===== config.mk =====
export PLATFORM = sky130hd
export DESIGN_NAME = registerFile
export DESIGN_NICKNAME = d
export VERILOG_FILES = /design/src/verilog/registerFile.sv
export SDC_FILE = /design/constraint.sdc
export NUM_CORES = 1
export LEC_CHECK = 0
export ABC_AREA = 1
export BUFFER_PORTS_ARGS = -buffer_cell sky130_fd_sc_hd__buf_2
export CORE_MARGIN = 3
export CORE_UTILIZATION = 45
export DETAILED_ROUTE_END_ITERATION = 16
export SYNTH_ARGS = -nofsm -noshare
export SYNTH_HDL_FRONTEND = slang
export SYNTH_SLANG_ARGS = --single-unit

===== constraint.sdc =====
create_clock -name clock -period 3.32 [get_ports clock]
set_input_delay 0.996 -clock clock [delete_from_list [all_inputs] [get_ports clock]]
set_output_delay 0.996 -clock clock [all_outputs]
set_load 0.02 [all_outputs]

===== src/verilog/registerFile.sv =====
`timescale 1ns/10ps

module registerFile #(
	parameter int dataWidth = 32
) (
	input logic clock,
	input logic reset,
	input logic [15:0] regIn,
	input logic [15:0] regOut,
	input logic baOut,
	input logic [dataWidth-1:0] bus,
	output logic [dataWidth-1:0] regData
);

	logic [dataWidth-1:0] regs [16];

	always_ff @(posedge clock) begin
		if (reset) begin
			for (int i = 0; i < 16; i++) begin
				regs[i] <= '0;
			end
		end
		else begin
			for (int i = 0; i < 16; i++) begin
				if (regIn[i]) begin
					regs[i] <= bus;
				end
			end
		end
	end

	// regOut is one-hot, so an or of the gated registers is the selected one.
	always_comb begin
		regData = '0;
		for (int i = 1; i < 16; i++) begin
			if (regOut[i]) begin
				regData = regData | regs[i];
			end
		end
		if (regOut[0] && !baOut) begin
			regData = regData | regs[0]; // r0 as a base reads as zero.
		end
	end

endmodule


==> impl_metrics.env <==
export IMPL_firstDrtPassIters=5
export IMPL_fmaxAchievable_mhz=306
export IMPL_path_max_fanout=11
export IMPL_cp_required_ns=2.32
export IMPL_largest_register="regs"
export IMPL_ys_warn_count=0
export IMPL_ys_async_sr_fraction_pct=0
export IMPL_cts_tree="done"
export IMPL_stdcell_count=2741
export IMPL_multi_input_area_um2=4980
export IMPL_fillers=4142
export IMPL_routed_wl_um=58500
export IMPL_synth_edf_count=512
export IMPL_hold_viol=0
export IMPL_hold_start="bus[27]"
export IMPL_slowest_delay_ns=0.25
export IMPL_cts_sinks=512
export IMPL_leakage_nw=10.4
export IMPL_ys_ff_latch=512
export IMPL_drive_gt1_share_pct=11.1
export IMPL_yosys_cell_count_top_type="nand2_1"
export IMPL_period_share_pct=98.3
export IMPL_grt_usage_pct=23.3
export IMPL_avgSynthCellArea_um2=10.8
export IMPL_synth_top_area_share_pct=71.4
export IMPL_cts_root_buf="clkbuf_16"
export IMPL_period_minus_slack_ns=3.26
export IMPL_cp_top_family="buffers and inverters"
export IMPL_seq_area_um2=15400
export IMPL_antenna_found_initial=0
export IMPL_finalSetupTns_ns=0
export IMPL_num_vias=14300
export IMPL_max_slew_margin_pct=46.3
export IMPL_route_detailed_drc=0
export IMPL_place_ws_ns=-0.0546
export IMPL_grt_max_degree=33
export IMPL_rsz0062_at_grt="no"
export IMPL_area_growth_pct=13.4
export IMPL_finalPower_mw=14.9
export IMPL_critPathSlowestCell="nor2_1"
export IMPL_cts_resized_gates=5
export IMPL_cts_setup_buffers=0
export IMPL_htree_levels=2
export IMPL_worst_pin_slew_ns=0.806
export IMPL_maxCapViolations=0
export IMPL_via_per_inst=5.23
export IMPL_grt_overflow_total=0
export IMPL_grt_pass1_wl_um=87300
export IMPL_ir_worst_vdd_v=0.000412
export IMPL_critPathArrivalTime_ns=2.27
export IMPL_drt_iter0_markers=1437
export IMPL_initial_core_util_pct=45.9
export IMPL_synthesis_nets=2069
export IMPL_start_kind="primary input"
export IMPL_ys_seq_area_share_pct=71.4
export IMPL_finalSetupViolCount=0
export IMPL_ios=99
export IMPL_fp_row_count=79
export IMPL_clkTransAtPathRegs_ns=0.06
export IMPL_largest_reg_flops=512
export IMPL_ys_types=10
export IMPL_crit_buf_inv=3
export IMPL_die_w_um=225
export IMPL_numCtsBuffers=52
export IMPL_synth_top_area_cell="edfxtp_1"
export IMPL_worstSetupPathType="primary input to primary output"
export IMPL_cts_hold_buf=0
export IMPL_holdPathStages=3
export IMPL_syn_inst=2002
export IMPL_die_area_um2=50500
export IMPL_final_nets=2156
export IMPL_wl_per_cell_um=21.3
export IMPL_io_buffer_count=98
export IMPL_chipHeight_um=225
export IMPL_cts_buffer_depth=3
export IMPL_synth_common_cells="nand2_1, edfxtp_1, nor2_1"
export IMPL_whs_endpoint="regs[0][59]$_SDFFCE_PN0P_"
export IMPL_placedCellCount=2642
export IMPL_layout_setup_ws_ns=0.0556
export IMPL_path_cells="buf_2 -> buf_4 -> nand2_1 -> nand3_1 -> nor2_1 -> nand3_1 -> buf_2"
export IMPL_critPathCaptureType="primary output"
export IMPL_placed_area_um2=22800
export IMPL_grt_pass1_vias=13900
export IMPL_synth_area_leaders="edfxtp_1, nand2_1, nor2_1"
export IMPL_cp_depth=7
export IMPL_ant_nets=0
export IMPL_synth_area_um2=21500
export IMPL_gp_congestion=0.892
export IMPL_power_density_nw_per_um2=610
export IMPL_synthFlopType="edfxtp_1"
export IMPL_coreArea_um2=47000
export IMPL_final_cell_area_um2=24400
export IMPL_run_status="completed"
export IMPL_final_util_pct=52.0
export IMPL_dp_final_hpwl_um=35600
export IMPL_hold_slack_ns=0.885
export IMPL_min_path_type="primary input to flip-flop"
export IMPL_reg_top3="regs (512)"
export IMPL_slew_viol_final=0
## metal layers
metal	vias up	share of wire (%)	track usage [%]
met2	509	47	37.2
met1	7064	45	33.7
met4	0	2.0	5.56
met3	84	6.9	4.18
met5	-	0	0
li1	6685	-	-
## cells in the final DEF (no fill, tap or decap)
cell type and n:
buf_12 33, buf_2 92, edfxtp_1 512, nand2_1 682, nand3_1 128, or2_2 16
clkbuf_1 7, buf_4 25, clkbuf_4 1, clkbuf_16 53, inv_6 2, diode_2 1
inv_2 1, nor2_1 447, clkinvlp_4 2, inv_1 97, nor2_2 1, clkinv_1 24
bufinv_16 4, clkinv_2 6
## how the worst max path moves through the flow
stage	start	end	slack (ns)
2_1_floorplan	baOut	regData[1]	0.73
3_3_place_gp	regOut[11]	regData[0]	-0.04
3_5_place_dp	regOut[12]	regData[26]	-0.05
4_1_cts	regOut[4]	regData[3]	0.03
5_1_grt	regOut[14]	regData[22]	0.002
6_report	regOut[14]	regData[22]	0.06
## final cells by class
type,count,share of cell area (%)
flip-flops and latches,512,62.9
multi-input cells,1274,20.4
clock buffers,60,5.54
repair buffers,151,5.39
well taps,607,3.11
inverters,98,1.51
clock inverters,38,1.12
diodes,1,0.0102
## power by group
group          internal, mW  total, mW  switching [mW]
Sequential             7.71       7.85           0.141
Combinational         0.393       1.38           0.991
Clock                  3.21       5.66            2.45
Total                  11.3       14.9            3.58
## kinds of logic (layout without fill, tap and decap cells)
logic type             count (synthesis)  in the layout  share of synthesized area [%]
other                                  0              1                              0
AND/OR/NAND/NOR                     1274           1274                           23.1
buffers and inverters                216            347                           5.47
flip-flops                           512            512                           71.4
No activity file was read; power rests on OpenSTA's default activity.
