<file path="src/verilog/cpuPkg.sv">
package cpuPkg;

	localparam int opcodeWidth = 5;
	localparam int regFieldWidth = 4;

	// instruction opcodes, bits 31 to 27 of the instruction word.
	typedef enum logic [opcodeWidth-1:0] {
		opLd = 5'd0,
		opLdi = 5'd1,
		opSt = 5'd2,
		opAdd = 5'd3,
		opSub = 5'd4,
		opAnd = 5'd5,
		opOr = 5'd6,
		opShl = 5'd7,
		opShr = 5'd8,
		opAddi = 5'd9,
		opNop = 5'd26,
		opHalt = 5'd27
	} opcodeT;

	typedef enum logic [3:0] {
		stepIdle,
		stepT0,
		stepT1,
		stepT2,
		stepT3,
		stepT4,
		stepT5,
		stepT6,
		stepT7,
		stepStopped
	} stepT;

	typedef enum logic [2:0] {
		aluPass,
		aluAdd,
		aluSub,
		aluAnd,
		aluOr,
		aluShl,
		aluShr,
		aluInc4
	} aluOpT;

	typedef enum logic [2:0] {
		srcReg,
		srcPc,
		srcMdr,
		srcZLow,
		srcConst
	} busSrcT;

endpackage

</file>
<file path="src/verilog/controlUnit.sv">
`timescale 1ns/10ps

module controlUnit #(
	parameter int dataWidth = 32,
	parameter int memDepth = 512
) (
	input logic clock,
	input logic reset,
	input logic start,
	input logic [dataWidth-1:0] bus,
	input logic [dataWidth-1:0] aluResult,
	input logic [dataWidth-1:0] memReadData,
	input logic loadWrite,
	input logic [$clog2(memDepth)-1:0] loadAddr,
	input logic [dataWidth-1:0] loadData,
	output logic [31:0] ir,
	output logic gra,
	output logic grb,
	output logic grc,
	output logic rin,
	output logic rout,
	output logic baOut,
	output cpuPkg::busSrcT busSrc,
	output logic [dataWidth-1:0] constant,
	output cpuPkg::aluOpT aluOp,
	output logic [dataWidth-1:0] yOut,
	output logic [dataWidth-1:0] zLow,
	output logic [dataWidth-1:0] pc,
	output logic [dataWidth-1:0] mdr,
	output logic memWrite,
	output logic [$clog2(memDepth)-1:0] memAddr,
	output logic [dataWidth-1:0] memWriteData,
	output logic halted
);

	import cpuPkg::*;

	localparam int addrWidth = $clog2(memDepth);

	stepT step;
	stepT nextStep;
	opcodeT opcode;
	aluOpT regAluOp;
	logic [addrWidth-1:0] mar;
	logic pcIn, marIn, mdrRead, mdrLoad, irIn, yIn, zIn, memStrobe;
	logic loadPortActive;
	logic memOp;

	assign opcode = opcodeT'(ir[31 -: opcodeWidth]);
	assign constant = {{(dataWidth-19){ir[18]}}, ir[18:0]}; // C2, sign-extended.
	assign halted = (step == stepStopped);
	assign loadPortActive = (step == stepIdle) || (step == stepStopped);
	assign memOp = (opcode == opLd) || (opcode == opSt);

	always_comb begin
		case (opcode)
			opSub: regAluOp = aluSub;
			opAnd: regAluOp = aluAnd;
			opOr: regAluOp = aluOr;
			opShl: regAluOp = aluShl;
			opShr: regAluOp = aluShr;
			default: regAluOp = aluAdd;
		endcase
	end

	always_comb begin
		{gra, grb, grc, rin, rout, baOut} = 6'b0;
		{pcIn, marIn, mdrRead, mdrLoad, irIn, yIn, zIn, memStrobe} = 8'b0;
		busSrc = srcReg;
		aluOp = aluPass;
		nextStep = step;
		case (step)
			stepIdle: begin
				if (start) begin
					nextStep = stepT0;
				end
			end
			stepT0: begin
				busSrc = srcPc; // fetch read issued straight from the bus.
				marIn = 1'b1;
				yIn = 1'b1;
				nextStep = stepT1;
			end
			stepT1: begin
				aluOp = aluInc4;
				zIn = 1'b1;
				mdrRead = 1'b1;
				nextStep = stepT2;
			end
			stepT2: begin
				busSrc = srcZLow;
				pcIn = 1'b1;
				irIn = 1'b1;
				nextStep = stepT3;
			end
			stepT3: begin
				case (opcode)
					opLd, opLdi, opSt: begin
						grb = 1'b1;
						baOut = 1'b1;
						yIn = 1'b1;
						nextStep = stepT4;
					end
					opAdd, opSub, opAnd, opOr, opShl, opShr, opAddi: begin
						grb = 1'b1;
						rout = 1'b1;
						yIn = 1'b1;
						nextStep = stepT4;
					end
					opHalt: nextStep = stepStopped;
					default: nextStep = stepT0; // nop and unused codes.
				endcase
			end
			stepT4: begin
				zIn = 1'b1;
				nextStep = stepT5;
				case (opcode)
					opLd, opLdi, opSt, opAddi: begin
						busSrc = srcConst;
						aluOp = aluAdd;
					end
					default: begin
						grc = 1'b1;
						rout = 1'b1;
						aluOp = regAluOp;
					end
				endcase
			end
			stepT5: begin
				busSrc = srcZLow;
				if (memOp) begin
					marIn = 1'b1; // effective address.
					nextStep = stepT6;
				end
				else begin
					gra = 1'b1;
					rin = 1'b1;
					nextStep = stepT0;
				end
			end
			stepT6: begin
				nextStep = stepT7;
				if (opcode == opSt) begin
					gra = 1'b1;
					rout = 1'b1;
					mdrLoad = 1'b1;
				end
				else begin
					mdrRead = 1'b1;
				end
			end
			stepT7: begin
				nextStep = stepT0;
				if (opcode == opSt) begin
					memStrobe = 1'b1;
				end
				else begin
					busSrc = srcMdr;
					gra = 1'b1;
					rin = 1'b1;
				end
			end
			default: nextStep = step;
		endcase
	end

	always_ff @(posedge clock) begin
		if (reset) begin
			step <= stepIdle;
			pc <= '0;
			ir <= '0;
		end
		else begin
			step <= nextStep;
			if (pcIn) begin
				pc <= bus;
			end
			if (irIn) begin
				ir <= mdr[31:0];
			end
		end
	end

	always_ff @(posedge clock) begin
		if (marIn) begin
			mar <= bus[addrWidth+1:2]; // byte address to word index.
		end
		if (mdrRead) begin
			mdr <= memReadData;
		end
		else if (mdrLoad) begin
			mdr <= bus;
		end
		if (yIn) begin
			yOut <= bus;
		end
		if (zIn) begin
			zLow <= aluResult;
		end
	end

	// load port owns the memory while the processor is not running.
	always_comb begin
		if (loadPortActive) begin
			memAddr = loadAddr;
			memWrite = loadWrite;
			memWriteData = loadData;
		end
		else begin
			memAddr = marIn ? bus[addrWidth+1:2] : mar;
			memWrite = memStrobe;
			memWriteData = mdr;
		end
	end

endmodule

</file>
<file path="config.mk">
export PLATFORM = sky130hd
export DESIGN_NAME = controlUnit
export DESIGN_NICKNAME = d
export VERILOG_FILES = /design/src/verilog/cpuPkg.sv /design/src/verilog/controlUnit.sv
export SDC_FILE = /design/constraint.sdc
export NUM_CORES = 1
export LEC_CHECK = 0
export BUFFER_PORTS_ARGS = -buffer_cell sky130_fd_sc_hd__buf_4
export CAP_MARGIN = 10
export CORE_AREA = 2 2 150 152
export DETAILED_ROUTE_END_ITERATION = 8
export DIE_AREA = 0 0 152 154
export GPL_TIMING_DRIVEN = 1
export PLACE_DENSITY_LB_ADDON = 0.3
export SYNTH_ARGS = -nofsm -noshare
export SYNTH_HDL_FRONTEND = slang
export SYNTH_SLANG_ARGS = --single-unit
</file>
<file path="constraint.sdc">
create_clock -name clock -period 5.5 [get_ports clock]
set_clock_uncertainty 0.1 [all_clocks]
set_input_delay 0.275 -clock clock [delete_from_list [all_inputs] [get_ports clock]]
set_output_delay 0.275 -clock clock [all_outputs]
set_load 0.02 [all_outputs]
</file>
==> qor.txt <==
maximum VDD drop: 0.000181 V
overall power: 3540 uW
max-slew violation count: 0
CTS tree: done
critical setup path kind: register to output pin
Syn Nets: 884
CP endpoint kind: output pin
Synth top area share: 37.0%
top cells by area, synth: edfxtp_1 37%, dfxtp_1 20%, mux2_2 7.4%
grt ovf: 0
Hold Crit Class: input pin to register
Die Y: 154 um
sequential area share after synthesis: 56.7%
critical path arrival: 3530 ps
I/O pin total: 388
CTS clk-pin slew, worst paths: 70 ps
worst slack at placement: 2050 ps
maxcap violations: 0
CTS Buf Count: 17
Clock Tree Root: clkbuf_16
Setup-failing EPs final: 0
GRT Resource Usage Total: 22.3%
CP Max Fanout: 35
post-layout min period: 3910 ps
Reg area: 4430 sq um
WHS: 33.6 ps
Worst Path Required: 5120 ps
average wire per standard cell: 19.1 um
Non-Filler Instances: 1,427
final worst-path cycle share: 71.0%
FF+latch count, synth: 173
synthesis-to-layout area growth: 53.5%
Post-Syn Area per Cell: 10.5 sq um
port bufs: 387
startpoint types: register
dominant cell type by area after synthesis: edfxtp_1
width of the chip: 152 um
filler instances: 1,908
Sum Neg Setup Slack: 0 ps
Initial DRC Count: 441
multi-input logic area: 2900 sq um
postcts setup bufs: 0
slew margin rel.: 29.8%
synthesized area: 7800 sq um
initial antenna violation count: 0
RSZ-0062 raised after global routing: false
Power Density: 295 nW/um^2
layout cells sized above 1: 43.9%
ant diodes: 0
total core area: 21,700 sq um
routed via count: 7,246
antenna viol nets, final: 0
Resized Gates After CTS: 0
Worst-Skew Late Latency: 420 ps
ys async rst share: 0%
drt via density: 5.08
Ys Warns: 0
first-pass GRT wire length: 41,100 um
dpl cells: 1,331
Main synth FF type: edfxtp_1
vias in the first global route: 6,993
NumNets Final: 1,275
final WL: 27,200 um
DIE AREA: 23,400 sq um
Setup WS post-layout: 1590 ps
CTS max path bufs: 2
DRC Markers: 0
Netlist cell types: 43
HPWL after DPL: 18,800 um
RePlAce Congestion: 0.803
drt pass-1 iters: 7
Synth Instances: 743
final hold viol count: 0
# hold bufs at CTS: 62
TritonCTS Sinks: 173
htree depth: 4
largest net degree at the start of global routing: 69
status: finished, final reports clean
leakage power: 0.00500 uW
highest clock rate: 256 MHz
# rows: 54
number of flops mapped to enable cells by yosys: 96
initial core utilization: 36.0%
Worst Tran Pin Value: 1050 ps
## cells in the mapped netlist (all sizes together), types with 3 or more instances
| master | number |
|---|---|
| nand2 | 147 |
| nor3 | 6 |
| nor2 | 54 |
| mux2i | 9 |
| or3 | 4 |
| buf | 49 |
| dfxtp | 77 |
| mux2 | 51 |
| clkbuf | 39 |
| a21oi | 69 |
| o21ai | 9 |
| a221o | 32 |
| o22ai | 11 |
| nand2b | 4 |
| edfxtp | 96 |
| inv | 15 |
| or2 | 3 |
| a22oi | 32 |
| o221a | 9 |
## through the flow
step           util [%]  cell area, sq um
2_1_floorplan         -              7800
3_3_place_gp       49.4             10700
3_5_place_dp       49.4             10700
4_1_cts            55.0             11900
5_1_grt            55.2             12000
6_report           55.2             12000
## power breakdown
group	internal (uW)	leakage [uW]	switching (uW)
clock	712	0.000298	542
combinational	364	0.00318	392
sequential	1460	0.00151	63.8
total	2540	0.00500	997
## cells in the final DEF, fill, tap and decap left out, types with 32 or more instances in the layout
cell type        n
buf_4          396
nand2_1        147
edfxtp_1        96
dfxtp_1         75
a21oi_1         68
dlygate4sd3_1   63
nor2_1          54
mux2_2          51
a22oi_1         32
a221o_1         32
## worst max-delay path, stage by stage, from the launching register on
cell and delay [ps]:
dfxtp_2 820, buf_4 480, nand2b_1 190, nand3_2 790, mux2_2 610, buf_4 160
## worst paths after layout
path | start | to | slack [ps] | cells past startpoint
min | bus[8] | yOut[8] | 30 | 1
max | step[0] | memWriteData[30] | 1590 | 5
min reg2reg | pc[22] | pc[22] | 360 | 2
max reg2reg | step[0] | ir[20] | 2590 | 6
## registers in the layout (all words and copies together), names as in the netlist
name / count
mar: 9
ir: 32
mdr: 32
pc: 32
step: 4
yOut: 32
zLow: 32
## kinds of logic after synthesis
kind of cell	count (synthesis)	share of synthesized area, %
AO/OA/AOI/OAI	172	15.5
XOR/XNOR	2	0.225
buffers and inverters	103	6.66
flip-flops	173	56.7
multiplexers	60	8.52
AND/OR/NAND/NOR	233	12.3
## layout make-up
| cell class | instances | area share (%) |
|---|---|---|
| Clock buffer | 20 | 3.83 |
| Clock inverter | 12 | 1.26 |
| Inverter | 15 | 0.470 |
| Multi-Input combinational cell | 467 | 24.2 |
| Sequential cell | 173 | 37.0 |
| Tap cell | 280 | 2.93 |
| Timing Repair Buffer | 460 | 30.3 |
## per-layer routing
metal	vias to the layer above	track usage, %	part of all wire (%)
met1	3484	28.3	41
met2	300	37.9	50
li1	3433	-	-
met5	-	0	0
met4	0	7.30	1.9
met3	29	4.85	6.2
(Power assumes the default switching activity.)
