## config.mk

```make
export PLATFORM = sky130hd
export DESIGN_NAME = busMux
export DESIGN_NICKNAME = d
export VERILOG_FILES = /design/src/verilog/cpuPkg.sv /design/src/verilog/busMux.sv
export SDC_FILE = /design/constraint.sdc
export NUM_CORES = 1
export LEC_CHECK = 0
export ABC_AREA = 1
export BUFFER_PORTS_ARGS = -buffer_cell sky130_fd_sc_hd__buf_2
export CAP_MARGIN = 20
export CORE_MARGIN = 10
export CORE_UTILIZATION = 34
export DETAILED_ROUTE_END_ITERATION = 12
export GPL_ROUTABILITY_DRIVEN = 0
export PLACE_DENSITY = 0.93
export SLEW_MARGIN = 20
export SYNTH_ARGS = -nofsm -noshare
export SYNTH_HDL_FRONTEND = slang
export SYNTH_SLANG_ARGS = --single-unit
```

## constraint.sdc

```tcl
create_clock -name vclk -period 1.4
set_input_delay 0.28 -clock vclk [all_inputs]
set_output_delay 0.28 -clock vclk [all_outputs]
set_load 0.02 [all_outputs]
```

## src/verilog/cpuPkg.sv

```systemverilog
package cpuPkg;

	localparam int opcodeWidth = 5;
	localparam int regFieldWidth = 4;

	// instruction opcodes, bits 31 to 27 of the instruction word.
	typedef enum logic [opcodeWidth-1:0] {
		opLd = 5'd0,
		opLdi = 5'd1,
		opSt = 5'd2,
		opAdd = 5'd3,
		opSub = 5'd4,
		opAnd = 5'd5,
		opOr = 5'd6,
		opShl = 5'd7,
		opShr = 5'd8,
		opAddi = 5'd9,
		opNop = 5'd26,
		opHalt = 5'd27
	} opcodeT;

	typedef enum logic [3:0] {
		stepIdle,
		stepT0,
		stepT1,
		stepT2,
		stepT3,
		stepT4,
		stepT5,
		stepT6,
		stepT7,
		stepStopped
	} stepT;

	typedef enum logic [2:0] {
		aluPass,
		aluAdd,
		aluSub,
		aluAnd,
		aluOr,
		aluShl,
		aluShr,
		aluInc4
	} aluOpT;

	typedef enum logic [2:0] {
		srcReg,
		srcPc,
		srcMdr,
		srcZLow,
		srcConst
	} busSrcT;

endpackage

```

## src/verilog/busMux.sv

```systemverilog
`timescale 1ns/10ps

module busMux #(
	parameter int dataWidth = 32
) (
	input cpuPkg::busSrcT busSrc,
	input logic [dataWidth-1:0] regData,
	input logic [dataWidth-1:0] pc,
	input logic [dataWidth-1:0] mdr,
	input logic [dataWidth-1:0] zLow,
	input logic [dataWidth-1:0] constant,
	output logic [dataWidth-1:0] bus
);

	import cpuPkg::*;

	always_comb begin
		case (busSrc)
			srcReg: begin
				bus = regData;
			end
			srcPc: begin
				bus = pc;
			end
			srcMdr: begin
				bus = mdr;
			end
			srcZLow: begin
				bus = zLow;
			end
			srcConst: begin
				bus = constant;
			end
			default: begin
				bus = '0;
			end
		endcase
	end

endmodule

```

==> results by stage, run 1 <==
Run status:
- The flow ran to the end, but the final reports show violations.
- The final reports fail on setup timing.

Power and ir drop:
- The switching power summed over all nets is 0.583 mW.
- Sequential cells burn 0% of the power.
- Net switching is 50.6% of the power.
- IR analysis of the VDD net gives a maximum drop of 0.252 mV.
- Dividing total power by cell area gives a power density of 352 nW/um^2.
- The part of the total power dissipated in combinational logic is 100.0%.
- The clock network accounts for 0% of the total power.
- Cell internal power was estimated by the tool at 0.569 mW.
- The total power is 1.15 mW.
- For this design the static power due to leakage is 1.93 nW.

Die:
- The die footprint is 7660 um^2.
- The initial standard-cell utilization of the core is 35.3%.
- The core region is 4380 um^2.
- The horizontal die dimension is 87.5 um.
- The standard-cell row count is 24.
- Measured along the y axis, the die boundary spans 87.5 um.
- 195 I/O pins were placed.

Timing:
- The total negative slack for setup checks is -2.71 ns.
- At the pin with the least slew margin, the transition time is 0.249 ns.
- The hold violation count in the final report is 0.
- The tightest hold path in the finished design has a slack of 0.856 ns.
- The final clock period utilization by the worst path is 111%.
- The total setup violations reported at the end of the flow is 32.
- Setup repair after global routing could not meet its margin everywhere.
- The headroom to the max-slew limit is 83.4%.
- The highest clock frequency the design can meet is 642 MHz.
- Counting I/O delays and the setup requirement, the final critical path takes 1.56 ns.
- The total count of max-transition violations in the final report is 0.
- The slack of the critical path is -0.158 ns.

Cells and area:
- Compared with the post-synthesis result, the final layout area differs by 111%.
- The post-route cell area is 3270 um^2.
- Of the cells placed in the final design, the portion with a size suffix greater than 1 is 51.0%.
- The filler cell count in the final layout is 327.
- In the final layout, the multi-input gates occupy 1460 um^2.
- Once layout is complete, the cells apart from fillers number 577.
- The leading cell type in the layout, fill and taps excluded is buf_2.
- Leaving out fill and tap cells, the most frequent cells in the layout are 161 x buf_2, 114 x nand2_1, 82 x nand3_1, 39 x buf_6, 32 x nand4_1.
- In the finished layout, the clock tree contains a buffer count of 0.
- There are 0 flip-flops and latches.
- The repair_antennas step left the layout with diodes totalling 0.
- The count of nets after finishing is 690.
- The sequential cell area is 0 um^2.
- For this run, the share of the core covered by cells in the final layout is 74.5%.

Global route:
- The initial antenna violation count is 0.
- The wire length of the first global-routing pass is 15900 um.
- For this run, the total global-route usage over all layers was measured as 25.2%.
- The via count of the first global-routing pass came to 3270.
- Global routing finished with a remaining overflow of 0.
- Entering global routing, the biggest net connects 28 pins.

Routing:
- The DRC marker count from the first detailed-route iteration is 269.
- The mean number of vias per cell is 5.75.
- The number of routed nets with antenna violations is 0.
- The first-pass iteration count of the detailed router is 5.
- The total via count after detailed routing is 3318.
- The sum of routed wire length over all layers is 11100 um.
- After detailed routing, the number of remaining DRC violations is 0.
- After detailed routing, the average wire length per cell comes to 19.2 um.

Yosys:
- The share of Yosys cell area claimed by the top area cell type is 31.5%.
- Measured against the total synthesized area, the mux share comes to 0%.
- By area the synthesized netlist is led by nand2_1 32%, nand3_1 31%, nand4_1 13%.
- Summing the areas of all compound-gate instances in the mapped netlist gives 0% of the synthesized area.
- Dividing the synthesized area by the synthesized cell count gives 4.69 um^2.
- The cell accounting for the most synthesized area is nand2_1.
- The number of distinct standard cells referenced by the synthesized netlist is 13.
- The largest family of logic cells by synthesized area is simple AND/OR/NAND/NOR gates.
- The number of nets in the synthesized netlist is 493.
- The total number of yosys warnings is 0.
- The number of standard cells after synthesis is 330.
- The register area share after synthesis is 0%.
- After Yosys synthesis, and, or, nand and nor cells account for 84.7% of the synthesized area.
- The area of the mapped netlist is 1550 um^2.
- Of the total synthesized cell area, the portion taken by full adders, half adders and majority gates is 0%.
- The synthesized netlist devotes 0% of its cell area to XOR and XNOR gates.

Placement:
- The half-perimeter wire length of the detailed placement result is 6960 um.
- The placed instances occupy a cell area of 2540 um^2.
- Prior to clock tree synthesis, the placed netlist has a worst setup slack of -0.198 ns.
- During placement, the flow inserted port buffers numbering 195.
- Counting tap cells, the placed design contains a total of 556 instances.

Setup path:
- At the worst endpoint, the arrival time is 1.28 ns.
- The delay of the slowest critical-path stage is 0.19 ns.
- The signal on the critical path passes through buf_12 -> nor2_4 -> buf_6 -> buf_16 -> nand3_1 -> nand2_1 -> nor2_1 -> nand2_1 -> buf_6.
- Of all nets on the critical path, the largest fanout is 7.
- The data required time at the worst endpoint is 1.12 ns.
- The slowest stage of the critical path belongs to the cell nor2_4.
- The category of the worst setup path capture point is an output pin.
- The startpoint kind of the worst setup timing path is a primary input.
- The worst setup path is of the primary input to output pin kind.

Min path:
- In this run the worst hold path is classified as primary input to output pin.

Clock tree:
- Hold repair after CTS inserted 0 buffers.

Job:
- Max-cap violations in this run came to 0.
## power groups by stage
stage	registers [mW]	clock network (mW)	logic [mW]
2_1_floorplan	0	0	0.438
3_3_place_gp	0	0	0.804
3_5_place_dp	0	0	0.821
4_1_cts	0	0	1.13
5_1_grt	0	0	1.22
6_report	0	0	1.15
## final cells by class
type	count	share of cell area [%]
inverters	3	0.574
multi-input cells	293	44.6
well taps	52	1.99
repair buffers	229	52.9
## routing by layer
metal	global-route usage (%)	vias to the layer above	share of wire [%]
li1	-	1511	-
met1	26.7	1478	33
met2	44.4	286	49
met3	7.96	43	15
met4	10.6	0	3.5
met5	0	-	0
## kinds of logic (layout without fill, tap and decap cells)
group                  after synthesis  in the layout
and+or+nand+nor                    293            293
buffers and inverters               37            232
## synthesized netlist by cell type, drive strengths merged
cell type,number
nand3,95
inv,3
nor2,36
clkbuf,5
nand2,130
buf,29
nand4,32
## worst paths after layout
kind	start	end	slack, ns	depth (start not counted)
max	busSrc[1]	bus[17]	-0.16	9
min	mdr[9]	bus[9]	0.86	4
## repair_timing
item	in CTS	in global routing
buffers inserted	13	0
setup endpoints to repair	32	32
resized for setup	107	33
pin swaps	20	26
cloned	11	2
## critical path: cells and delay by family
kind                   cells  cell delay [ns]
buffers and inverters      4             0.51
and+or+nand+nor            5             0.48
Note: power is estimated with default switching activity, not from simulation.
==> run 2, diff against run 1 <==
REMOVE_ABC_BUFFERS = 1   (was not set)
==> run 2 against run 1 <==
  * The flow still finishes with violations (setup timing)
  * Non-clock buffer count up 2
  * First-iteration DRC count up 110%
  * Sequential share of layout area unchanged
  * Sequential cell count unchanged
  * Power up 4.7%
  * Critical path type unchanged
  * Final area up 1.3%
  * Core utilization up 1.0 points
  * Cell count up 0.35%
  * Fmax down 5.3%
  * Highest routed layer unchanged
  * Setup slack worse by 0.088 ns
  * Hold slack better by 0.00087 ns
  * Critical path depth unchanged
==> results by stage, run 2 (synthesis gave the netlist of run 1 again) <==
Run status:
- Status: finished, violations left (unchanged).
- Violated checks: setup timing (unchanged).

Power and ir drop:
- The share of total power consumed by net switching was 52.8% (was 50.6%).
- The total power per unit cell area is 364 nW/um^2 (was 352 nW/um^2).
- The maximum vdd drop is 0.175 mV (was 0.252 mV).
- The switching power summed over all nets came to 0.637 mW (was 0.583 mW).
- The internal power came to 0.569 mW (about the same).
- The part of the total power dissipated in the clock network is 0% (about the same).
- The total power is 1.21 mW (was 1.15 mW).
- The share of power burned in registers was 0% (about the same).
- The part of the total power dissipated in combinational logic is 100.0% (about the same).
- The static leakage is 1.92 nW (was 1.93 nW).

Die:
- The standard-cell row count is 24 (unchanged).
- The initial standard-cell utilization of the core is 35.3% (unchanged).
- The die footprint was 7660 um^2 (unchanged).
- The top-level port count is 195 (unchanged).
- The die boundary height is 87.5 um (unchanged).
- The horizontal die dimension was 87.5 um (unchanged).
- The floorplan core area is 4380 um^2 (unchanged).

Cells and area:
- The count of nets after finishing came to 692 (was 690).
- The number of flip-flops and latches is 0 (unchanged).
- The post-route cell area was 3310 um^2 (was 3270 um^2).
- The filler cell count in the final layout is 285 (was 327).
- The share of final-layout standard cells stronger than drive strength 1 is 51.4% (was 51.0%).
- Highest-count cells in the layout ignoring fill and taps: 160 x buf_2, 117 x nand2_1, 77 x nand3_1, 34 x buf_6, 32 x nand4_1 (was 161 x buf_2, 114 x nand2_1, 82 x nand3_1, 39 x buf_6, 32 x nand4_1).
- The count of antenna diodes in the layout is 0 (unchanged).
- The signed area change from the synthesized netlist to the final layout is 114% (was 111%).
- The leading cell type in the layout, fill and taps excluded is buf_2 (unchanged).
- The sequential cell area is 0 um^2 (unchanged).
- The clock buffer instance count of the final layout came to 0 (unchanged).

Timing:
- The total setup violations reported at the end of the flow is 32 (unchanged).
- The worst-margin pin slew is 0.263 ns (was 0.249 ns).
- Setup repair after global routing missed its margin: true (unchanged).
- The headroom to the max-slew limit is 82.5% (was 83.4%).
- The final clock period utilization by the worst path is 118% (was 111%).
- The total count of max-transition violations in the final report is 0 (unchanged).
- The hold violation count in the final report was 0 (unchanged).
- The smallest hold slack is 0.857 ns (was 0.856 ns).
- The highest clock frequency the design can meet is 607 MHz (was 642 MHz).
- The final period demand of the worst path is 1.65 ns (was 1.56 ns).
- The slack of the critical path is -0.246 ns (was -0.158 ns).

Routing:
- The wire length per cell is 22.8 um (was 19.2 um).
- The total via count after detailed routing is 3625 (was 3318).
- The DRC marker count from the first detailed-route iteration is 571 (was 269).
- The number of routed nets with antenna violations came to 0 (unchanged).
- The residual DRC count is 0 (unchanged).
- The first-pass iteration count of the detailed router was 7 (was 5).
- The sum of routed wire length over all layers is 13200 um (was 11100 um).
- The mean number of vias per cell came to 6.26 (was 5.75).

Setup path:
- The data arrival time of the worst path was 1.37 ns (was 1.28 ns).
- The category of the worst setup path capture point is an output pin (unchanged).
- The startpoint kind of the worst setup timing path is a primary input (unchanged).
- The largest fanout on the critical path was 10 (was 7).
- The start-to-end type of the worst setup path was primary input to output pin (unchanged).
- The data required time at the worst endpoint came to 1.12 ns (about the same).

Min path:
- The class of the most critical hold timing path is primary input to output pin (unchanged).

Placement:
- The area of placed instances is 2520 um^2 (was 2540 um^2).
- The minimum setup slack after placement was -0.150 ns (was -0.198 ns).
- The half-perimeter wire length of the detailed placement result is 7130 um (was 6960 um).
- The number of buffers added on ports is 195 (unchanged).

Global route:
- The initial antenna violation count is 0 (unchanged).
- The via count of the first global-routing pass is 3391 (was 3270).
- The total global routing overflow came to 0 (unchanged).
- The largest net degree at the start of global routing is 27 (was 28).
- The wire length of the first global-routing pass is 16400 um (was 15900 um).
- The total routing usage reported by global routing is 25.7% (was 25.2%).

Clock tree:
- The number of hold-repair buffers added at the cts stage is 0 (unchanged).

Job:
- The number of max-capacitance violations reported came to 0 (unchanged).
==> run 2: repair_timing <==
item / in CTS / in global routing
setup buffers: 7 / 3
setup endpoints to repair: 32 / 32
pin swaps: 3 / 39
gates resized for setup: 88 / 59
cloned: 7 / 3
==> run 2: final timing paths <==
check / startpoint / endpoint / slack [ns] / depth (start not counted)
setup / recovery: busSrc[0] / bus[23] / -0.25 / 9
hold / removal: mdr[24] / bus[24] / 0.86 / 4
==> run 2: area by class of cell <==
type               instances  area (um^2)  area share [%]
repair buffers           231         1720            51.8
multi-input cells        293         1510            45.6
well taps                 52         65.1            1.96
inverters                  3         18.8           0.567
==> run 2: routing by layer <==
layer	GRT usage (%)	vias up	routed length, um
met5	0	-	0
met2	46.6	417	6050
met3	4.68	120	1890
li1	-	1516	-
met4	11.0	0	1010
met1	28.1	1572	4260
==> run 2: metrics by stage <==
| stage | instances | util [%] | setup TNS (ns) |
|---|---|---|---|
| floorplan | 296 | - | -23.53 |
| global placement | 561 | 57.6 | -2.61 |
| detailed placement | 561 | 57.6 | -3.28 |
| CTS | 575 | 68.4 | -2.10 |
| global route | 579 | 75.5 | -6.65 |
| finish | 579 | 75.5 | -5.34 |
==> run 2: power by group through the flow <==
stage / combinational, mW / clock [mW] / sequential, mW
finish: 1.21 / 0 / 0
global route: 1.26 / 0 / 0
CTS: 1.03 / 0 / 0
detailed placement: 0.809 / 0 / 0
global placement: 0.795 / 0 / 0
floorplan: 0.341 / 0 / 0
==> run 2: worst max-delay path, stage by stage <==
cell,delay (ns)
buf_12,0.11
nor2_4,0.18
buf_4,0.16
clkbuf_16,0.15
nand3_1,0.10
nand2_1,0.09
nor2_1,0.05
nand2_1,0.10
buf_6,0.13
