### src/verilog/cpuPkg.sv
package cpuPkg;

	localparam int opcodeWidth = 5;
	localparam int regFieldWidth = 4;

	// instruction opcodes, bits 31 to 27 of the instruction word.
	typedef enum logic [opcodeWidth-1:0] {
		opLd = 5'd0,
		opLdi = 5'd1,
		opSt = 5'd2,
		opAdd = 5'd3,
		opSub = 5'd4,
		opAnd = 5'd5,
		opOr = 5'd6,
		opShl = 5'd7,
		opShr = 5'd8,
		opAddi = 5'd9,
		opNop = 5'd26,
		opHalt = 5'd27
	} opcodeT;

	typedef enum logic [3:0] {
		stepIdle,
		stepT0,
		stepT1,
		stepT2,
		stepT3,
		stepT4,
		stepT5,
		stepT6,
		stepT7,
		stepStopped
	} stepT;

	typedef enum logic [2:0] {
		aluPass,
		aluAdd,
		aluSub,
		aluAnd,
		aluOr,
		aluShl,
		aluShr,
		aluInc4
	} aluOpT;

	typedef enum logic [2:0] {
		srcReg,
		srcPc,
		srcMdr,
		srcZLow,
		srcConst
	} busSrcT;

endpackage

### src/verilog/selectEncode.sv
`timescale 1ns/10ps

module selectEncode (
	input logic [31:0] ir,
	input logic gra,
	input logic grb,
	input logic grc,
	input logic rin,
	input logic rout,
	input logic baOut,
	output logic [15:0] regIn,
	output logic [15:0] regOut
);

	import cpuPkg::*;

	logic [regFieldWidth-1:0] field;
	logic [15:0] decoded;
	logic anySelect;

	// ra wins over rb, rb over rc.
	always_comb begin
		field = '0;
		if (gra) begin
			field = ir[26 -: regFieldWidth];
		end
		else if (grb) begin
			field = ir[22 -: regFieldWidth];
		end
		else if (grc) begin
			field = ir[18 -: regFieldWidth];
		end
	end

	assign anySelect = gra | grb | grc;

	// 4 to 16 one-hot decode.
	assign decoded = anySelect ? (16'b1 << field) : 16'b0;

	assign regIn = rin ? decoded : 16'b0;
	assign regOut = (rout | baOut) ? decoded : 16'b0; // baOut reads like rout, the zero is in the file.

endmodule

### config.mk
export PLATFORM = sky130hd
export DESIGN_NAME = selectEncode
export DESIGN_NICKNAME = d
export VERILOG_FILES = /design/src/verilog/cpuPkg.sv /design/src/verilog/selectEncode.sv
export SDC_FILE = /design/constraint.sdc
export NUM_CORES = 1
export LEC_CHECK = 0
export ABC_AREA = 1
export BUFFER_PORTS_ARGS = -buffer_cell sky130_fd_sc_hd__buf_4
export CORE_MARGIN = 4
export CORE_UTILIZATION = 39
export DETAILED_ROUTE_END_ITERATION = 16
export GPL_ROUTABILITY_DRIVEN = 0
export PLACE_DENSITY = 0.9
export SETUP_SLACK_MARGIN = 0.15
export SYNTH_ARGS = -nofsm -noshare
export SYNTH_HDL_FRONTEND = slang
export SYNTH_SLANG_ARGS = --single-unit
### constraint.sdc
create_clock -name vclk -period 1.9
set_input_delay 0.095 -clock vclk [all_inputs]
set_output_delay 0.095 -clock vclk [all_outputs]
set_load 0.1 [all_outputs]
==> results of run 1 <==
-- cell type report --
class,instances,area [µm²],share of cell area [%]
multi-input cells,91,579.3,57.16
inverters,7,31.28,3.086
well taps,16,20.02,1.975
repair buffers,51,382.9,37.78
-- critical path, stage by stage --
cell and delay, ns:
buf_4 0.14, inv_4 0.06, or2_4 0.24, nand2_4 0.18, nand2_1 0.17, nor3_4 0.19, buf_4 0.31
-- worst min-delay path by stage --
stage	from	to	slack (ns)	cells after the start
2_1_floorplan	rin	regIn[0]	0.61	2
3_3_place_gp	ir[23]	regOut[2]	0.78	7
3_5_place_dp	ir[24]	regIn[1]	0.79	7
4_1_cts	ir[24]	regIn[1]	0.79	7
5_1_grt	ir[23]	regIn[2]	0.83	7
6_report	ir[23]	regOut[6]	0.79	7
-- kinds of logic after synthesis --
kind of cell | share of synthesized area, %
buf+inv | 13.64
compound gates | 3.119
simple gates | 83.24
-- synthesized netlist by cell type (all sizes together) --
library cell and count:
nand2 23, nor2 33, nand3 20, a21oi 4
buf 5, or2 3, inv 7, nor3 8
clkbuf 1
-- metrics by stage --
stage               util, %  power (W)  setup WS [ns]  hold slack [ns]  std cells
CTS                   66.50  0.0003901         0.4070           0.7918        165
floorplan                 -  0.0003170        -0.2288           0.6095        104
global route          66.50  0.0004090         0.3076           0.8276        165
global placement      66.50  0.0003830         0.4395           0.7835        165
detailed placement    66.50  0.0003896         0.4054           0.7893        165
finish                66.50  0.0003890         0.4121           0.7872        165
-- power by group --
part | internal (W) | total (W) | leakage (nW) | switching (W)
clock network | 0 | 0 | 0 | 0
registers | 0 | 0 | 0 | 0
logic | 0.0000938 | 0.000389 | 0.522 | 0.000295
-- routing by layer --
metal | wire [µm] | track usage, % | up-vias
met5 | 0 | 0 | -
met4 | 14 | 1.345 | 0
met3 | 99 | 1.840 | 2
met2 | 1115 | 29.13 | 29
met1 | 682 | 16.79 | 387
li1 | - | - | 426
==> flow_metrics.tcl, run 1 <==
set metrics [dict create \
    status "finished clean" \
    fillCellCount 141 \
    synth_top_area_share_pct 16.37 \
    layout_common_cells "51 x buf_4, 28 x nor2_1, 17 x nand2_1, 12 x nand3_1, 6 x nand3_2" \
    slew_headroom_pct 60.98 \
    yosysSeqAreaShare_pct 0 \
    tightest_slew_ns 0.5847 \
    path_class "in2out" \
    rsz0062_at_grt "false" \
    required_ns 1.80 \
    min_period_ns 1.488 \
    io_pins 70 \
    synth.area.top_cells "nor2_1 16%, nor3_2 12%, nand2_1 9.9%" \
    tns_ns 0 \
    cp-end-kind "primary output" \
    die_w_um 48.57 \
    diodes 0 \
    wire_per_inst_um 11.58 \
    yosysWarnings 0 \
    antenna_found_initial 0 \
    slew_violations 0 \
    final_common_cell "buf_4" \
    port_buffers 50 \
    grt-ovfl-total 0 \
    seq_cells 0 \
    p_leak_nw 0.5219 \
    drc 0 \
    drt_iter0_markers 14 \
    max-cap-violations 0 \
    grt_pass1_vias 722 \
    path_max_fanout 12 \
    arrival_ns 1.39 \
    area_delta_synth_final_pct 57.89 \
    cp-start-kind "primary input" \
    endpoint "regOut[0]" \
    finalHoldViolations 0 \
    start_util_pct 42.12 \
    synth_largest_area_cell "nor2_1" \
    min_path_type "in2out" \
    fmax_mhz 672.1 \
    timing.final.crit_share_pct 78.31 \
    dieArea_um2 2359 \
    core-area_um2 1524 \
    irDropWorstVdd_v 0.0002638 \
    die_h_um 48.57 \
    rows 14 \
    ff_latch_area_um2 0 \
    stdcell_area_um2 1013 \
    ys_types 19 \
    postRouteAntennaNets 0 \
    drive_above_1_share_pct 55.03 \
    synth_cells 104 \
    syn_area_per_cell_um2 6.172 \
    firstDrtPassIters 4 \
    gr-usage-all-layers_pct 14.69 \
    dpl.hpwl_mm 1.639 \
    grt_pass1_wl_mm 3.077 \
    routed_via_density 5.115 \
    fin_nets 189 \
    cts_setup_buffers 0 \
    startpoint "gra" \
    pwr_density_cell_nw_per_um2 383.8 \
    finalWirelength_mm 1.911 \
    cts_hold_buf 0 \
    post_cts_resize_count 0 \
    placed_area_um2 1013 \
    grt_start_max_net_pins 17 \
    clkbuf_count 0 \
    vias 844 \
    syn_nets 142 \
    synthesis.area_um2 641.9 \
    finalSetupViolations 0 \
]
No activity file was read; power rests on OpenSTA's default activity.
==> run 2, diff against run 1 <==
--- a/config.mk
+++ b/config.mk
@@ -8,10 +8,10 @@
 export ABC_AREA = 1
 export BUFFER_PORTS_ARGS = -buffer_cell sky130_fd_sc_hd__buf_4
 export CORE_MARGIN = 4
-export CORE_UTILIZATION = 39
+export CORE_UTILIZATION = 37
 export DETAILED_ROUTE_END_ITERATION = 16
 export GPL_ROUTABILITY_DRIVEN = 0
-export PLACE_DENSITY = 0.9
+export PLACE_DENSITY = 0.86
 export SETUP_SLACK_MARGIN = 0.15
 export SYNTH_ARGS = -nofsm -noshare
 export SYNTH_HDL_FRONTEND = slang
==> constraint.sdc (replaced) <==
create_clock -name vclk -period 1.38
set_input_delay 0.069 -clock vclk [all_inputs]
set_output_delay 0.069 -clock vclk [all_outputs]
set_load 0.1 [all_outputs]
==> flow_metrics.tcl, run 2 <==
set metrics [dict create \
    yosysWarnings 0 \
    cts_setup_buffers 4 \
    dpl.hpwl_mm 2.225 \
    die_h_um 49.65 \
    io_pins 70 \
    post_cts_resize_count 115 \
    error_line "[ERROR DPL-0038] Utilization greater than 100%, impossible to legalize" \
    netlist_top_cells_count "28 x nor2_1, 17 x nand2_1, 12 x nand3_1, 8 x nor3_2, 6 x nand3_2" \
    synth_most_common_cell "nor2_1" \
    synth.area.top_cells "nor2_1 16%, nor3_2 12%, nand2_1 9.9%" \
    syn_nets 142 \
    synth_cells 104 \
    start_util_pct 40.71 \
    cts_hold_buf 0 \
    synth_largest_area_cell "nor2_1" \
    synthesis.area_um2 641.9 \
    synth_top_area_share_pct 16.37 \
    placed_area_um2 1416 \
    syn_area_per_cell_um2 6.172 \
    stop_stage "clock tree synthesis" \
    status "stopped before the end" \
    rows 14 \
    die_w_um 49.65 \
    port_buffers 50 \
    yosysSeqAreaShare_pct 0 \
    ys_types 19 \
]
-- run 2: cell families after synthesis --
kind of cell | Yosys count | synth area share (%)
buf+inv | 13 | 13.64
simple gates | 87 | 83.24
compound gates | 4 | 3.119
-- run 2: through the flow --
| stage | instances | worst slack, ns |
|---|---|---|
| floorplan | 104 | -0.1792 |
| global placement | 174 | -0.02908 |
| detailed placement | 174 | -0.09290 |
==> run 3, diff against run 2 <==
--- a/config.mk
+++ b/config.mk
@@ -7,12 +7,11 @@
 export LEC_CHECK = 0
 export ABC_AREA = 1
 export BUFFER_PORTS_ARGS = -buffer_cell sky130_fd_sc_hd__buf_4
-export CORE_MARGIN = 4
-export CORE_UTILIZATION = 37
+export CORE_AREA = 4 4 65 67
 export DETAILED_ROUTE_END_ITERATION = 16
+export DIE_AREA = 0 0 69 71
 export GPL_ROUTABILITY_DRIVEN = 0
-export PLACE_DENSITY = 0.86
-export SETUP_SLACK_MARGIN = 0.15
+export PLACE_DENSITY_LB_ADDON = 0.15
 export SYNTH_ARGS = -nofsm -noshare
 export SYNTH_HDL_FRONTEND = slang
 export SYNTH_SLANG_ARGS = --single-unit
==> flow_metrics.tcl, run 3 (synthesis gave the netlist of run 1 again) <==
set metrics [dict create \
    cts_setup_buffers 0 \
    diodes 0 \
    fin_ws_ns 0.06297 \
    port_buffers 50 \
    postRouteAntennaNets 0 \
    cpLargestDelayFamily "simple AND/OR/NAND/NOR gates" \
    slew_violations 0 \
    grt-ovfl-total 0 \
    routed_via_density 4.167 \
    dpl.hpwl_mm 1.929 \
    fmax_mhz 759.3 \
    die_h_um 71 \
    crit_top_cell "nand3_1" \
    io_pins 70 \
    cp-start-kind "primary input" \
    finalWirelength_mm 2.354 \
    power_w 0.0006734 \
    required_ns 1.31 \
    finalHoldViolations 0 \
    start_util_pct 17.67 \
    layout_common_cells "23 x buf_4, 22 x nor2_2, 18 x buf_12, 17 x nand2_1, 12 x buf_6" \
    max-cap-violations 0 \
    critPathBufInv 3 \
    final_common_cell "buf_4" \
    stdcell_area_um2 1524 \
    fillCellCount 382 \
    wire_per_inst_um 11.60 \
    drt_iter0_markers 8 \
    irDropWorstVdd_v 0.0001431 \
    dieArea_um2 4899 \
    path_class "in2out" \
    tightest_slew_ns 0.3472 \
    multiInputGateArea_um2 701.9 \
    status "finished clean" \
    placed_area_um2 1211 \
    die_w_um 69 \
    fin_nets 195 \
    clkbuf_count 0 \
    min_path_type "in2out" \
    rsz0062_at_grt "true" \
    finalSetupViolations 0 \
    slew_headroom_pct 76.83 \
    critPathMaxStageDelay_ns 0.19 \
    grt_start_max_net_pins 17 \
    arrival_ns 1.25 \
    area_delta_synth_final_pct 137.4 \
    antenna_found_initial 0 \
    cp-end-kind "primary output" \
    p_leak_nw 0.6202 \
    grt_pass1_vias 848 \
    dp.cells 203 \
    vias 846 \
    finish.utilization_pct 41.94 \
    dp_worst_setup_slack_ns -0.0009718 \
    drive_above_1_share_pct 75.48 \
    min_period_ns 1.317 \
    seq_cells 0 \
    core-area_um2 3633 \
    firstDrtPassIters 4 \
    gr-usage-all-layers_pct 8.561 \
    pwr_density_cell_nw_per_um2 441.9 \
    rows 22 \
    grt_pass1_wl_mm 3.739 \
    timing.final.crit_share_pct 95.44 \
    drc 0 \
    path_cells "buf_4 -> inv_4 -> nand3_1 -> nand2_2 -> nand2_4 -> nor2_4 -> nand3_1 -> nor2_2 -> buf_12" \
    path_max_fanout 9 \
    finalNonFillerCells 203 \
    cp_slowest_cell "buf_12" \
    ff_latch_area_um2 0 \
]
## run 3: report_power, final
| group | switching, W | total, W | internal [W] |
|---|---|---|---|
| Combinational | 0.000457 | 0.000673 | 0.000216 |
| Clock | 0 | 0 | 0 |
| Sequential | 0 | 0 | 0 |
| Total | 0.000457 | 0.000673 | 0.000216 |
## run 3: path summary, 6_finish.rpt
kind	startpoint	endpoint	slack, ns	cells after the start
worst max-delay path	grb	regOut[14]	0.06	9
worst min-delay path	ir[23]	regIn[2]	0.70	7
## run 3: layout make-up
class | instances | share of cell area [%]
tap | 48 | 3.941
inverter | 7 | 2.217
timing repair buffer | 57 | 47.78
multi-input combinational | 91 | 46.06
## run 3: timing repair
| item | in CTS | in global routing |
|---|---|---|
| hold buffers | 0 | 0 |
| gates resized for setup | 3 | 73 |
| cloned | 0 | 0 |
| endpoints found under the setup margin | 3 | 30 |
| pin swaps | 0 | 8 |
## run 3: routing by layer
layer  vias to the layer above  part of all wire [%]  GRT usage (%)  wire length [µm]
met2                        18                    61          17.58              1437
met4                         0                     0              0                 0
li1                        439                     -              -                 -
met1                       389                    36          10.24               846
met5                         -                     0              0                 0
met3                         0                   3.0         0.4261                70
## run 3: stage by stage
step / setup TNS (ns) / hold slack (ns)
global placement: 0 / 0.7529
global route: -0.2314 / 0.7397
CTS: 0 / 0.7553
floorplan: -8.038 / 0.5731
detailed placement: -0.0009718 / 0.7553
finish: 0 / 0.7029
==> run 4, diff against run 3 <==
--- a/config.mk
+++ b/config.mk
@@ -5,7 +5,6 @@
 export SDC_FILE = /design/constraint.sdc
 export NUM_CORES = 1
 export LEC_CHECK = 0
-export ABC_AREA = 1
 export BUFFER_PORTS_ARGS = -buffer_cell sky130_fd_sc_hd__buf_4
 export CORE_AREA = 4 4 65 67
 export DETAILED_ROUTE_END_ITERATION = 16
==> flow_metrics.tcl, run 4 <==
set metrics [dict create \
    p_leak_nw 0.6387 \
    io_pins 70 \
    yosysWarnings 0 \
    dpl.hpwl_mm 1.953 \
    switchingPower_w 0.0004904 \
    min_period_ns 1.367 \
    drive_above_1_share_pct 80.54 \
    grt_pass1_vias 859 \
    clkbuf_count 0 \
    rsz0062_at_grt "true" \
    die_w_um 69 \
    stdcell_area_um2 1664 \
    finalSetupViolations 0 \
    synthesis.area_um2 480.5 \
    status "finished clean" \
    syn_nets 120 \
    seqPwrFrac_pct 0 \
    rows 22 \
    cp-end-kind "primary output" \
    netlist_top_cells_count "29 x nor2_1, 15 x nand2_1, 5 x nand3b_1, 4 x a21oi_1, 4 x nor2b_1" \
    irDropWorstVdd_v 0.0001576 \
    dieArea_um2 4899 \
    slew_headroom_pct 54.10 \
    required_ns 1.31 \
    wire_per_inst_um 12.74 \
    tightest_slew_ns 0.6860 \
    grt_start_max_net_pins 12 \
    path_class "in2out" \
    gr-usage-all-layers_pct 9.369 \
    drc 0 \
    placed_area_um2 1287 \
    layout_common_cells "29 x buf_4, 23 x nor2_4, 17 x buf_12, 16 x buf_6, 10 x nand2_1" \
    multiInputGateArea_um2 747.0 \
    final_common_cell "buf_4" \
    cp-start-kind "primary input" \
    synth_top_area_share_pct 22.66 \
    intPower_w 0.0002863 \
    grt-ovfl-total 0 \
    synth_largest_area_cell "nor2_1" \
    ff_latch_area_um2 0 \
    fin_hold_ws_ns 0.7093 \
    drt_iter0_markers 14 \
    arrival_ns 1.30 \
    vias 837 \
    fin_nets 189 \
    core-area_um2 3633 \
    slew_violations 0 \
    clockPowerShare_pct 0 \
    yosysSeqAreaShare_pct 0 \
    swShare_pct 63.14 \
    finalWirelength_mm 2.510 \
    fin_ws_ns 0.01335 \
    finish.utilization_pct 45.80 \
    pwr_density_cell_nw_per_um2 466.7 \
    path_max_fanout 6 \
    start_util_pct 13.22 \
    fillCellCount 367 \
    port_buffers 50 \
    routed_via_density 4.249 \
    die_h_um 71 \
    synth_most_common_cell "nor2_1" \
    grt_pass1_wl_mm 4.008 \
    syn_area_per_cell_um2 5.859 \
    min_path_type "in2out" \
    timing.final.crit_share_pct 99.03 \
    max-cap-violations 0 \
    dp_worst_setup_slack_ns -0.1354 \
    postRouteAntennaNets 0 \
    synth.area.top_cells "nor2_1 23%, nand2_1 12%, nand3b_1 7.8%" \
    finalHoldViolations 0 \
    seq_cells 0 \
    cts_hold_buf 0 \
    firstDrtPassIters 2 \
    synth_cells 82 \
    ys_types 24 \
    p_comb_share_pct 100.0 \
    power_w 0.0007767 \
    diodes 0 \
    antenna_found_initial 0 \
    area_delta_synth_final_pct 246.4 \
    fmax_mhz 731.7 \
]
[run 4: cells by family after synthesis]
kind of cell | Yosys count | synth area share [%]
compound gates | 13 | 26.04
buf+inv | 3 | 5.468
simple gates | 66 | 68.49
[run 4: routing by layer]
layer	GRT usage (%)	part of all wire, %	wire length, µm	up-vias
li1	-	-	-	423
met1	11.86	40	1002	392
met2	17.80	56	1402	22
met3	1.278	4.2	105	0
met4	0	0	0	0
met5	0	0	0	-
[run 4: final timing paths]
kind  start   endpoint  slack, ns  depth (start not counted)
max     grb  regOut[7]       0.01                          8
min     rin  regIn[11]       0.71                          5
[run 4: worst max-delay path, cell delays in order]
cell and delay, ns:
buf_12 0.11, nand3b_1 0.17, buf_4 0.16, a21oi_4 0.15, buf_12 0.14, nand3_2 0.11
nor3_4 0.18, buf_12 0.20
[run 4: metrics by stage]
| step | TNS [ns] | std cells |
|---|---|---|
| after floorplan | -7.310 | 82 |
| after global placement | -1.717 | 194 |
| after detailed placement | -2.198 | 194 |
| after CTS | -0.1141 | 194 |
| after global routing | -0.2109 | 197 |
| final | 0 | 197 |
[run 4: final cells by class]
class / instances / share of cell area [%]
timing repair buffer: 69 / 51.28
multi-input combinational: 79 / 44.89
tap: 48 / 3.609
inverter: 1 / 0.2256
[run 4: power groups by stage]
stage               Clock (W)  Sequential (W)  Combinational, W
floorplan                   0               0          0.000479
global placement            0               0          0.000666
detailed placement          0               0          0.000669
CTS                         0               0          0.000713
global route                0               0          0.000815
finish                      0               0          0.000777
[run 4: what timing repair did]
action / 4_1_cts / 5_1_grt
endpoints found under the hold margin: 0 / 0
endpoints found under the setup margin: 32 / 32
resized for setup: 43 / 37
cloned: 0 / 1
pin swaps: 7 / 5
setup buffers: 0 / 2
